**config.mk**
```make
export PLATFORM = sky130hd
export DESIGN_NAME = rvcore_top
export DESIGN_NICKNAME = d
export VERILOG_FILES = /design/src/rtl/rvcore_pkg.sv /design/src/rtl/rvcore_fetch.sv /design/src/rtl/rvcore_decode.sv /design/src/rtl/rvcore_regfile.sv /design/src/rtl/rvcore_alu.sv /design/src/rtl/rvcore_commit.sv /design/src/rtl/rvcore_top.sv
export VERILOG_INCLUDE_DIRS = /design/src /design/src/rtl
export SDC_FILE = /design/constraint.sdc
export NUM_CORES = 2
export LEC_CHECK = 0
export BUFFER_PORTS_ARGS = -buffer_cell sky130_fd_sc_hd__buf_2
export CAP_MARGIN = 20
export CORE_MARGIN = 2
export CORE_UTILIZATION = 60
export CTS_BUF_LIST = sky130_fd_sc_hd__clkbuf_8
export CTS_CLUSTER_SIZE = 10
export DETAILED_ROUTE_END_ITERATION = 16
export PLACE_DENSITY = 0.77
export SYNTH_ARGS = -nofsm -noshare
export SYNTH_HDL_FRONTEND = slang
export SYNTH_SLANG_ARGS = --single-unit
```
**constraint.sdc**
```tcl
create_clock -name clk -period 15.6 [get_ports clk]
set_clock_uncertainty 0.15 [all_clocks]
set_input_delay 1.56 -clock clk [delete_from_list [all_inputs] [get_ports clk]]
set_output_delay 1.56 -clock clk [all_outputs]
set_load 0.005 [all_outputs]
```
**src/rtl/rvcore_params.svh**
```systemverilog
// width and reset-address macros shared by the rv32i core, pulled in with `include
`ifndef RVCORE_PARAMS_SVH
`define RVCORE_PARAMS_SVH

// data and address width
`define RV_XLEN 32

// register address width, 32 architectural registers
`define RV_REG_AW 5

// first fetch address after reset
`define RV_RESET_PC 32'h8000_0000

`endif

```
**src/rtl/rvcore_pkg.sv**
```systemverilog
// shared enums and packed structs for the rv32i core, imported by the decode, alu and top
`include "rvcore_params.svh"

package rvcore_pkg;

    // rv32i major opcodes, bits [6:0] of the instruction
    typedef enum logic [6:0] {
        OPC_OP     = 7'b0110011,
        OPC_OP_IMM = 7'b0010011,
        OPC_LUI    = 7'b0110111,
        OPC_AUIPC  = 7'b0010111,
        OPC_JAL    = 7'b1101111,
        OPC_JALR   = 7'b1100111,
        OPC_BRANCH = 7'b1100011,
        OPC_SYSTEM = 7'b1110011
    } opcode_e;

    typedef enum logic [3:0] {
        ALU_ADD,
        ALU_SUB,
        ALU_AND,
        ALU_OR,
        ALU_XOR,
        ALU_SLT,
        ALU_SLTU,
        ALU_PASS_B   // lui, operand b straight through
    } alu_op_e;

    typedef enum logic [2:0] {
        IMM_I,
        IMM_S,
        IMM_B,
        IMM_U,
        IMM_J
    } imm_sel_e;

    typedef enum logic [2:0] {
        BR_NONE,
        BR_EQ,
        BR_NE,
        BR_LT,
        BR_GE
    } br_op_e;

    // decode result, one per instruction
    typedef struct packed {
        logic [`RV_REG_AW-1:0] rs1;
        logic [`RV_REG_AW-1:0] rs2;
        logic [`RV_REG_AW-1:0] rd;
        logic                  reg_wen;
        alu_op_e               alu_op;
        logic                  src_a_pc;   // 1: operand a is pc
        logic                  src_b_imm;  // 1: operand b is the immediate
        br_op_e                br_op;
        logic                  jal;
        logic                  jalr;
        logic                  ebreak;
        logic                  illegal;
        logic [`RV_XLEN-1:0]   imm;
    } ctrl_t;

    // retirement trace record, difftest style
    typedef struct packed {
        logic                  valid;
        logic [`RV_XLEN-1:0]   pc;
        logic [31:0]           inst;
        logic [`RV_REG_AW-1:0] rd;
        logic                  wen;
        logic [`RV_XLEN-1:0]   wdata;
    } commit_t;

endpackage

```
**src/rtl/rvcore_fetch.sv**
```systemverilog
// pc register with next-pc mux and halt latch, instantiated once by the core top level
`timescale 1ns/1ps
`include "rvcore_params.svh"

module rvcore_fetch (
    input  logic                clk,
    input  logic                rst,
    input  rvcore_pkg::ctrl_t   ctrl,
    input  logic                br_taken,
    input  logic [`RV_XLEN-1:0] alu_res,
    output logic [`RV_XLEN-1:0] pc,
    output logic                halted,
    output logic                illegal
);

    logic [`RV_XLEN-1:0] next_pc;
    logic                halt_now;

    assign halt_now = ctrl.ebreak | ctrl.illegal;

    always_comb begin
        if (ctrl.jalr) begin
            next_pc = {alu_res[`RV_XLEN-1:1], 1'b0};  // rs1 + imm, lsb cleared
        end else if (ctrl.jal || br_taken) begin
            next_pc = pc + ctrl.imm;
        end else begin
            next_pc = pc + `RV_XLEN'd4;
        end
    end

    // halting instruction still advances pc once, then everything holds
    always_ff @(posedge clk) begin
        if (rst) begin
            pc      <= `RV_RESET_PC;
            halted  <= 1'b0;
            illegal <= 1'b0;
        end else if (!halted) begin
            pc      <= next_pc;
            halted  <= halt_now;
            illegal <= ctrl.illegal;  // keeps the halt cause visible
        end
    end

endmodule

```
**src/rtl/rvcore_decode.sv**
```systemverilog
// rv32i subset decoder and immediate generator, purely combinational, used by the core top level
`timescale 1ns/1ps
`include "rvcore_params.svh"

module rvcore_decode (
    input  logic [31:0]       inst,
    output rvcore_pkg::ctrl_t ctrl
);

    import rvcore_pkg::*;

    opcode_e     opcode;
    logic [2:0]  funct3;
    logic [6:0]  funct7;
    imm_sel_e    imm_sel;

    assign opcode = opcode_e'(inst[6:0]);
    assign funct3 = inst[14:12];
    assign funct7 = inst[31:25];

    // place and sign extend the immediate for one format
    function automatic logic [`RV_XLEN-1:0] imm_gen(input logic [31:0] ins, input imm_sel_e sel);
        logic [`RV_XLEN-1:0] v;
        case (sel)
            IMM_B:   v = {{19{ins[31]}}, ins[31], ins[7], ins[30:25], ins[11:8], 1'b0};
            IMM_U:   v = {ins[31:12], 12'b0};
            IMM_J:   v = {{11{ins[31]}}, ins[31], ins[19:12], ins[20], ins[30:21], 1'b0};
            default: v = {{20{ins[31]}}, ins[31:20]};  // I-type
        endcase
        return v;
    endfunction

    always_comb begin
        ctrl         = '0;
        ctrl.rs1     = inst[19:15];
        ctrl.rs2     = inst[24:20];
        ctrl.rd      = inst[11:7];
        ctrl.alu_op  = ALU_ADD;
        ctrl.br_op   = BR_NONE;
        imm_sel      = IMM_I;

        case (opcode)
            OPC_OP: begin
                ctrl.reg_wen = 1'b1;
                case (funct3)
                    3'b000: ctrl.alu_op = (funct7 == 7'b0100000) ? ALU_SUB : ALU_ADD;
                    3'b010: ctrl.alu_op = ALU_SLT;
                    3'b011: ctrl.alu_op = ALU_SLTU;
                    3'b100: ctrl.alu_op = ALU_XOR;
                    3'b110: ctrl.alu_op = ALU_OR;
                    3'b111: ctrl.alu_op = ALU_AND;
                    default: ctrl.illegal = 1'b1;  // shifts not supported
                endcase
                // only sub may set funct7
                if (funct7 != 7'b0000000 && !(funct7 == 7'b0100000 && funct3 == 3'b000)) begin
                    ctrl.illegal = 1'b1;
                end
            end
            OPC_OP_IMM: begin
                ctrl.reg_wen   = 1'b1;
                ctrl.src_b_imm = 1'b1;
                case (funct3)
                    3'b000:  ctrl.alu_op = ALU_ADD;
                    3'b010:  ctrl.alu_op = ALU_SLT;
                    3'b100:  ctrl.alu_op = ALU_XOR;
                    3'b110:  ctrl.alu_op = ALU_OR;
                    3'b111:  ctrl.alu_op = ALU_AND;
                    default: ctrl.illegal = 1'b1;
                endcase
            end
            OPC_LUI: begin
                ctrl.reg_wen   = 1'b1;
                ctrl.alu_op    = ALU_PASS_B;
                ctrl.src_b_imm = 1'b1;
                imm_sel        = IMM_U;
            end
            OPC_AUIPC: begin
                ctrl.reg_wen   = 1'b1;
                ctrl.src_a_pc  = 1'b1;
                ctrl.src_b_imm = 1'b1;
                imm_sel        = IMM_U;
            end
            OPC_JAL: begin
                ctrl.reg_wen = 1'b1;
                ctrl.jal     = 1'b1;
                imm_sel      = IMM_J;  // target computed in fetch
            end
            OPC_JALR: begin
                ctrl.reg_wen   = 1'b1;
                ctrl.jalr      = 1'b1;
                ctrl.src_b_imm = 1'b1;  // alu forms rs1 + imm
                ctrl.illegal   = (funct3 != 3'b000);
            end
            OPC_BRANCH: begin
                imm_sel = IMM_B;
                case (funct3)
                    3'b000:  ctrl.br_op = BR_EQ;
                    3'b001:  ctrl.br_op = BR_NE;
                    3'b100:  ctrl.br_op = BR_LT;
                    3'b101:  ctrl.br_op = BR_GE;
                    default: ctrl.illegal = 1'b1;  // bltu/bgeu left out
                endcase
            end
            OPC_SYSTEM: begin
                // ebreak is the only system instruction handled
                if (inst == 32'h0010_0073) begin
                    ctrl.ebreak = 1'b1;
                end else begin
                    ctrl.illegal = 1'b1;
                end
            end
            default: ctrl.illegal = 1'b1;
        endcase

        if (ctrl.illegal) begin
            ctrl.reg_wen = 1'b0;
            ctrl.br_op   = BR_NONE;
            ctrl.jal     = 1'b0;
            ctrl.jalr    = 1'b0;
        end

        ctrl.imm = imm_gen(inst, imm_sel);
    end

endmodule

```
**src/rtl/rvcore_regfile.sv**
```systemverilog
// 32 x 32-bit integer register file, two async read ports and one write port, x0 reads zero
`timescale 1ns/1ps
`include "rvcore_params.svh"

module rvcore_regfile (
    input  logic                  clk,
    input  logic                  rst,
    input  logic [`RV_REG_AW-1:0] rs1,
    input  logic [`RV_REG_AW-1:0] rs2,
    output logic [`RV_XLEN-1:0]   rdata1,
    output logic [`RV_XLEN-1:0]   rdata2,
    input  logic                  wen,
    input  logic [`RV_REG_AW-1:0] waddr,
    input  logic [`RV_XLEN-1:0]   wdata
);

    logic [`RV_XLEN-1:0] regs [1:31];  // x0 has no storage

    always_ff @(posedge clk) begin
        if (rst) begin
            for (int i = 1; i < 32; i++) begin
                regs[i] <= '0;
            end
        end else if (wen && waddr != '0) begin
            regs[waddr] <= wdata;
        end
    end

    // same-cycle write is not forwarded, single cycle core never needs it
    assign rdata1 = (rs1 == '0) ? '0 : regs[rs1];
    assign rdata2 = (rs2 == '0) ? '0 : regs[rs2];

endmodule

```
**src/rtl/rvcore_alu.sv**
```systemverilog
// operand mux, integer alu and branch compare for the single cycle core
`timescale 1ns/1ps
`include "rvcore_params.svh"

module rvcore_alu (
    input  rvcore_pkg::ctrl_t   ctrl,
    input  logic [`RV_XLEN-1:0] pc,
    input  logic [`RV_XLEN-1:0] rdata1,
    input  logic [`RV_XLEN-1:0] rdata2,
    output logic [`RV_XLEN-1:0] alu_res,
    output logic                br_taken
);

    import rvcore_pkg::*;

    logic [`RV_XLEN-1:0] op_a;
    logic [`RV_XLEN-1:0] op_b;

    assign op_a = ctrl.src_a_pc  ? pc       : rdata1;
    assign op_b = ctrl.src_b_imm ? ctrl.imm : rdata2;

    always_comb begin
        case (ctrl.alu_op)
            ALU_ADD:    alu_res = op_a + op_b;
            ALU_SUB:    alu_res = op_a - op_b;
            ALU_AND:    alu_res = op_a & op_b;
            ALU_OR:     alu_res = op_a | op_b;
            ALU_XOR:    alu_res = op_a ^ op_b;
            ALU_SLT:    alu_res = {{(`RV_XLEN-1){1'b0}}, $signed(op_a) < $signed(op_b)};
            ALU_SLTU:   alu_res = {{(`RV_XLEN-1){1'b0}}, op_a < op_b};
            ALU_PASS_B: alu_res = op_b;
            default:    alu_res = '0;
        endcase
    end

    // compares always use the register values, never the immediate
    always_comb begin
        case (ctrl.br_op)
            BR_EQ:   br_taken = (rdata1 == rdata2);
            BR_NE:   br_taken = (rdata1 != rdata2);
            BR_LT:   br_taken = ($signed(rdata1) < $signed(rdata2));
            BR_GE:   br_taken = ($signed(rdata1) >= $signed(rdata2));
            default: br_taken = 1'b0;
        endcase
    end

endmodule

```
**src/rtl/rvcore_commit.sv**
```systemverilog
// writeback select plus registered commit trace and retired-instruction counter, output side of the core
`timescale 1ns/1ps
`include "rvcore_params.svh"

module rvcore_commit (
    input  logic                 clk,
    input  logic                 rst,
    input  rvcore_pkg::ctrl_t    ctrl,
    input  logic [31:0]          inst,
    input  logic [`RV_XLEN-1:0]  pc,
    input  logic [`RV_XLEN-1:0]  alu_res,
    input  logic                 halted,
    output logic                 wen,
    output logic [`RV_XLEN-1:0]  wdata,
    output rvcore_pkg::commit_t  commit,
    output logic [31:0]          instret
);

    assign wen   = ctrl.reg_wen & ~halted;
    assign wdata = (ctrl.jal || ctrl.jalr) ? pc + `RV_XLEN'd4 : alu_res;  // link address

    always_ff @(posedge clk) begin
        if (rst) begin
            commit.valid <= 1'b0;
            instret      <= '0;
        end else begin
            commit.valid <= ~halted;
            if (!halted) begin
                instret <= instret + 32'd1;
            end
        end
    end

    // trace payload, only meaningful while valid
    always_ff @(posedge clk) begin
        if (!halted) begin
            commit.pc    <= pc;
            commit.inst  <= inst;
            commit.rd    <= ctrl.rd;
            commit.wen   <= wen;
            commit.wdata <= wdata;
        end
    end

endmodule

```
**src/rtl/rvcore_top.sv**
```systemverilog
// single cycle rv32i core top, fetches over a combinational pc/inst port and emits a commit trace
`timescale 1ns/1ps
`include "rvcore_params.svh"

module rvcore_top (
    input  logic                clk,
    input  logic                rst,
    input  logic [31:0]         inst,
    output logic [`RV_XLEN-1:0] pc,
    output rvcore_pkg::commit_t commit,
    output logic [31:0]         instret,
    output logic                halted,
    output logic                illegal
);

    import rvcore_pkg::*;

    ctrl_t               ctrl;
    logic [`RV_XLEN-1:0] rdata1;
    logic [`RV_XLEN-1:0] rdata2;
    logic [`RV_XLEN-1:0] alu_res;
    logic                br_taken;
    logic                wen;
    logic [`RV_XLEN-1:0] wdata;

    rvcore_fetch u_fetch (
        .clk      (clk),
        .rst      (rst),
        .ctrl     (ctrl),
        .br_taken (br_taken),
        .alu_res  (alu_res),
        .pc       (pc),
        .halted   (halted),
        .illegal  (illegal)
    );

    rvcore_decode u_decode (
        .inst (inst),
        .ctrl (ctrl)
    );

    rvcore_regfile u_regfile (
        .clk    (clk),
        .rst    (rst),
        .rs1    (ctrl.rs1),
        .rs2    (ctrl.rs2),
        .rdata1 (rdata1),
        .rdata2 (rdata2),
        .wen    (wen),
        .waddr  (ctrl.rd),
        .wdata  (wdata)
    );

    rvcore_alu u_alu (
        .ctrl     (ctrl),
        .pc       (pc),
        .rdata1   (rdata1),
        .rdata2   (rdata2),
        .alu_res  (alu_res),
        .br_taken (br_taken)
    );

    rvcore_commit u_commit (
        .clk     (clk),
        .rst     (rst),
        .ctrl    (ctrl),
        .inst    (inst),
        .pc      (pc),
        .alu_res (alu_res),
        .halted  (halted),
        .wen     (wen),
        .wdata   (wdata),
        .commit  (commit),
        .instret (instret)
    );

endmodule

```
## Word level (Yosys, flattened, before mapping)

Memories as Yosys holds them, arrays and structs flattened.
Index checks and enable logic that the tools add are counted.

- Add/subtract/negate cells: 5
- $lt $le $gt $ge: 4
- Eq/ne operators: 33
- Mux-type cells: 41
- Bitwise gates (word level): 6
- Reduce and logical (&&, ||, !) cells: 21

Operators by type and width:

| kind | count |
|---|---|
| $mux W32 | 8 |
| $pmux W32 S8 | 1 |
| $lt A32 B32 Y1 | 3 |
| $pmux W31 S3 | 1 |
| $add A32 B32 Y32 | 2 |
| $add A32 B1 Y32 const B | 1 |
| $add A32 B3 Y32 const B | 1 |
| $and A32 B32 Y32 | 1 |
| $eq A32 B21 Y1 const B | 1 |
| $eq A32 B32 Y1 | 1 |
| $ge A32 B32 Y1 | 1 |
| $ne A32 B32 Y1 | 1 |
| $or A32 B32 Y32 | 1 |
| $reduce_or A32 Y1 | 1 |
| $sub A32 B32 Y32 | 1 |
| $xor A32 B32 Y32 | 1 |
| $eq A7 B7 Y1 const B | 4 |
| $pmux W3 S4 | 2 |
| $pmux W4 S6 | 1 |
| $eq A7 B6 Y1 const B | 3 |
| $mux W1 | 21 |
| $eq A3 B2 Y1 const B | 6 |
| $eq A3 B3 Y1 const B | 6 |
| $eq A4 B3 Y1 const B | 4 |
| 27 further kinds | 37 |

- Bits in registers: 169
- Bits in writable memories: 992
- Bits of input ports: 34
- Output and inout bits: 169
- Word-level logic and storage cells: 121
- Memories: 1

Memory list:

| memory | words | bits a word | rd ports | clocked after memory_dff | wr ports | RTL line | source |
|---|---|---|---|---|---|---|---|
| u_regfile.regs | 31 | 32 | 2 | 0 | 31 | rvcore_regfile.sv:17 | `` logic [`RV_XLEN-1:0] regs [1:31]; `` |

## Depth between registers and ports, before layout

- Depth in word-level cells: 14
- Depth in mapped cells: 24
- Depth with buffers taken out: 20

## By module

From an unflattened synthesis, not the netlist that was laid out.

- Cell total of the unflattened synthesis: 5872
- Area, all modules: 71614.9 um^2

By module, submodules not included:

| module | times used | cells each | area an instance (um^2) | seq. area each (um^2) |
|---|---|---|---|---|
| rvcore_regfile | 1 | 3765 | 54628.6 | 30749.5 |
| rvcore_alu | 1 | 951 | 6503.7 | 0.0 |
| rvcore_commit | 1 | 453 | 5597.9 | 3723.6 |
| rvcore_fetch | 1 | 557 | 3955.0 | 680.7 |
| rvcore_decode | 1 | 146 | 929.6 | 0.0 |

## Worst setup path after synthesis

OpenSTA, ideal clock, no wires.

- Path type: in2reg
- Start: input port inst[15]
- End: memory u_regfile.regs[14][30] (netlist name) (data pin)
- Library setup time: 0.265 ns
- Arrival time: 6.777 ns
- Required time: 15.185 ns
- Slack: 8.408 ns
- Stages: 21
- Path buffers: 5
- Cell sequence: clkbuf_1 -> clkbuf_1 -> buf_1 -> mux4_2 -> mux4_2 -> mux2i_1 -> nor2_1 -> mux2_2 -> ha_1 -> buf_2 -> o21ai_1 -> o21a_1 -> o41a_1 -> o211a_4 -> o21ai_2 -> or4b_1 -> o211a_1 -> nand4b_4 -> a21oi_4 -> buf_6 -> nor2_1

RTL lines:

| item | RTL line | source |
|---|---|---|
| start: declaration | rvcore_top.sv:8 | `input logic [31:0] inst,` |
| end: declaration | rvcore_regfile.sv:17 |  |

==> impl_metrics.yaml <==
global_routing:
  antenna_found_initial: 9
  grt_pass1_vias: 50500
  grt_overflow: 0
  grt_use_total: 0.421
  grt_pass1_wl_um: 347000
  grt_start_max_net_pins: 130
timing:
  tightest_slew_ns: 1.17
  fin_setup_tns_ns: 0
  clock.fmax_ghz: 0.109
  setup-violations-final: 0
  period_needed_ns: 9.15
  period_share: 0.586
  setup_slack_ns: 6.45
  slew_violations: 0
  hold_viol: 0
  rsz0062_at_grt: "false"
  hold_ws_ns: 0.340
  relSlewSlack: 0.212
cells_and_area:
  final_cell_count_no_fill: 7008
  final_cell_area_sq_um: 74100
  num-fill-cells: 8111
  layout.nets: 5566
  area_delta_synth_final_pct: 9.19
  final_util: 0.660
  layout-drive-gt1-share: 0.253
yosys:
  synth_top_family_by_area: "multiplexers"
  muxShareOfSynthArea: 0.225
  avgSynthCellArea_sq_um: 12.9
  yosys_warnings: 0
  synth_compound_area_frac: 0.0663
  synth_top_area_frac: 0.496
  synthTopCellsByArea: "edfxtp_1, mux4_2, nor2_1"
  synth_flop_cell: "edfxtp_1"
  yosysSeqAreaShare: 0.516
  synth_cells: 5253
  synth_cell_types: 104
  synth_top_cell_by_area: "edfxtp_1"
  ys_ff_latch: 1188
  synth-edff-count: 1121
  syn-cell-area_sq_um: 67900
  async_flop_share: 0
  synth_xor_xnor_area_share: 0.0117
  synth-adder-area-share: 0.0315
  synth-simple-area-share: 0.113
pwr:
  total_power_mw: 8.46
  total_leakage_power_nw: 27.8
  cellPowerDensity_nw_per_um2: 114
  peakVddDrop_mv: 0.0929
critical_path:
  required_ns: 16.05
  end_kind: "flip-flop"
  timing.rr.start: "u_regfile.regs[31][5]"
  reg2reg_to: "u_regfile.regs[0][30]"
  cp-start-kind: "primary input"
  r2r_setup_slack_ns: 8.43
  path_class: "primary input to flip-flop"
  cp.arrival_ns: 9.60
  rr_worst_depth: 16
  path_max_fanout: 129
cts:
  root_buffer: "clkbuf_8"
  clk_path_buf_depth: 3
  path_clk_slew_ns: 0.06
  cts_buffers: 189
  cts_setup_buffers: 0
  cts_tree: "yes"
  clock_latency_ns: 0.94
  hold_buffers: 0
  cts.sinks: 1188
  htree_levels: 4
  post_cts_resized: 0
die:
  fp.dieH_um: 340
  fp.dieW_um: 340
  core.rowCount: 123
  die_area_sq_um: 116000
  start_util: 0.604
  ios: 203
  core-area_sq_um: 112000
placed_design:
  dp_hpwl_um: 152000
  place_area_sq_um: 70500
  place_congestion: 1.04
  numPortBuffers: 202
  dp_cells: 6669
  pre_cts_ws_ns: 5.86
worst_hold_path:
  min-delay-start: "u_commit.instret[31]"
  whs_path_depth: 2
  min_to: "u_commit.instret[31]"
  hold_class: "flip-flop to flip-flop"
routing:
  routedWlPerCell_um: 34.9
  first_iter_violations: 8475
  postRouteAntennaNets: 0
  avgViaCountPerCell: 7.33
  drt-total-wl_um: 244000
  dr.pass1.iters: 9
  remaining_drc_errors: 0
  num_vias: 51400
job:
  maxCapViolCount: 0
status:
  status: "finished, final reports clean"
registers in the layout, indices dropped and copies added (netlist names):
signal            flops
u_commit.commit      98
u_commit.instret     32
u_fetch.illegal       1
u_regfile.regs     1024
u_fetch.halted        1
u_fetch.pc           32
cells in the final DEF, fill, tap and decap left out, types with 53 or more instances in the layout:
cell type and n:
clkbuf_8 193, a21oi_1 176, buf_4 148, xor2_1 57, nor3_1 67, nand2_1 193
mux2_2 53, edfxtp_1 1121, buf_2 194, dfxtp_1 67, o21ai_0 116, inv_1 197
nor2_1 1183, mux4_2 624, ha_1 166, mux2i_1 56, nand3_1 55
kinds of logic (layout without fill, tap and decap cells):
logic type	count (synthesis)	after routing
compound gates	671	671
xor+xnor	91	91
fa+ha+maj	169	169
buf+inv	613	833
flops	1188	1188
mux	737	737
other cells	1	36
simple gates	1783	1783
synth_stat cells (all sizes together), types with 7 or more instances:
library cell and number:
xor2 57, mux2 53, a211oi 33, nand3 56
nor4 15, o21ai 140, nand2 213, and3 36
o41ai 7, o32ai 7, o31ai 11, nand4 28
a31oi 14, nor2 1190, o211ai 16, o21a 27
nor2b 27, nand2b 57, a221o 10, a22o 8
buf 171, a21oi 183, dfxtp 67, a22oi 41
ha 166, inv 148, o221ai 10, o21bai 14
mux4 624, clkbuf 294, a21boi 7, a221oi 19
or3 24, a21o 43, nor3 72, nor3b 8
o22ai 16, and2 21, edfxtp 1121, mux2i 60
xnor2 34, or2 9
area by class of cell:
type                            count  area, sq um  area share
Antenna cell                        4         10.0    0.000135
Clock buffer                      193         2660      0.0359
Clock inverter                    139          928      0.0125
Inverter                          148          561     0.00757
Multi-Input combinational cell   3483        30800       0.416
Sequential cell                  1188        35000       0.472
Tap cell                         1500         1880      0.0253
Timing Repair Buffer              353         2260      0.0305
how the worst max path moves through the flow:
stage	from	end	slack, ns	depth (start not counted)
2_1_floorplan	inst[15]	u_regfile.regs[14][30]	8.41	21
3_3_place_gp	inst[21]	u_commit.commit[19]	6.04	19
3_5_place_dp	inst[21]	u_regfile.regs[2][30]	5.86	21
4_1_cts	inst[21]	u_regfile.regs[21][30]	6.83	21
5_1_grt	inst[21]	u_regfile.regs[0][30]	6.35	21
6_report	inst[21]	u_regfile.regs[0][30]	6.45	21
worst max-delay path, stage by stage:
cell	delay [ns]
buf_8	0.37
buf_12	0.72
buf_4	0.70
mux4_2	0.43
mux4_2	0.55
mux2i_1	0.55
nor2_1	0.17
nand2_1	0.12
o21ai_0	0.15
ha_1	0.29
fa_1	0.49
nor2_1	0.19
o311a_1	0.25
o32ai_2	0.16
o21ai_1	0.56
o2bb2ai_1	0.37
a211oi_1	0.20
o21ai_0	0.35
nand4b_4	0.15
a21oi_4	0.86
inv_1	0.14
power breakdown:
part / internal (mW) / switching [mW]
logic: 0.643 / 1.46
clock network: 1.31 / 1.31
registers: 3.65 / 0.0866
routing by layer:
metal	track usage	wire length (um)	up-vias
met2	0.615	107000	5038
met1	0.524	75800	25000
met5	0	95	-
met4	0.314	22100	10
met3	0.141	39400	1190
li1	-	-	20200
Power figures use the tool's default switching activity.
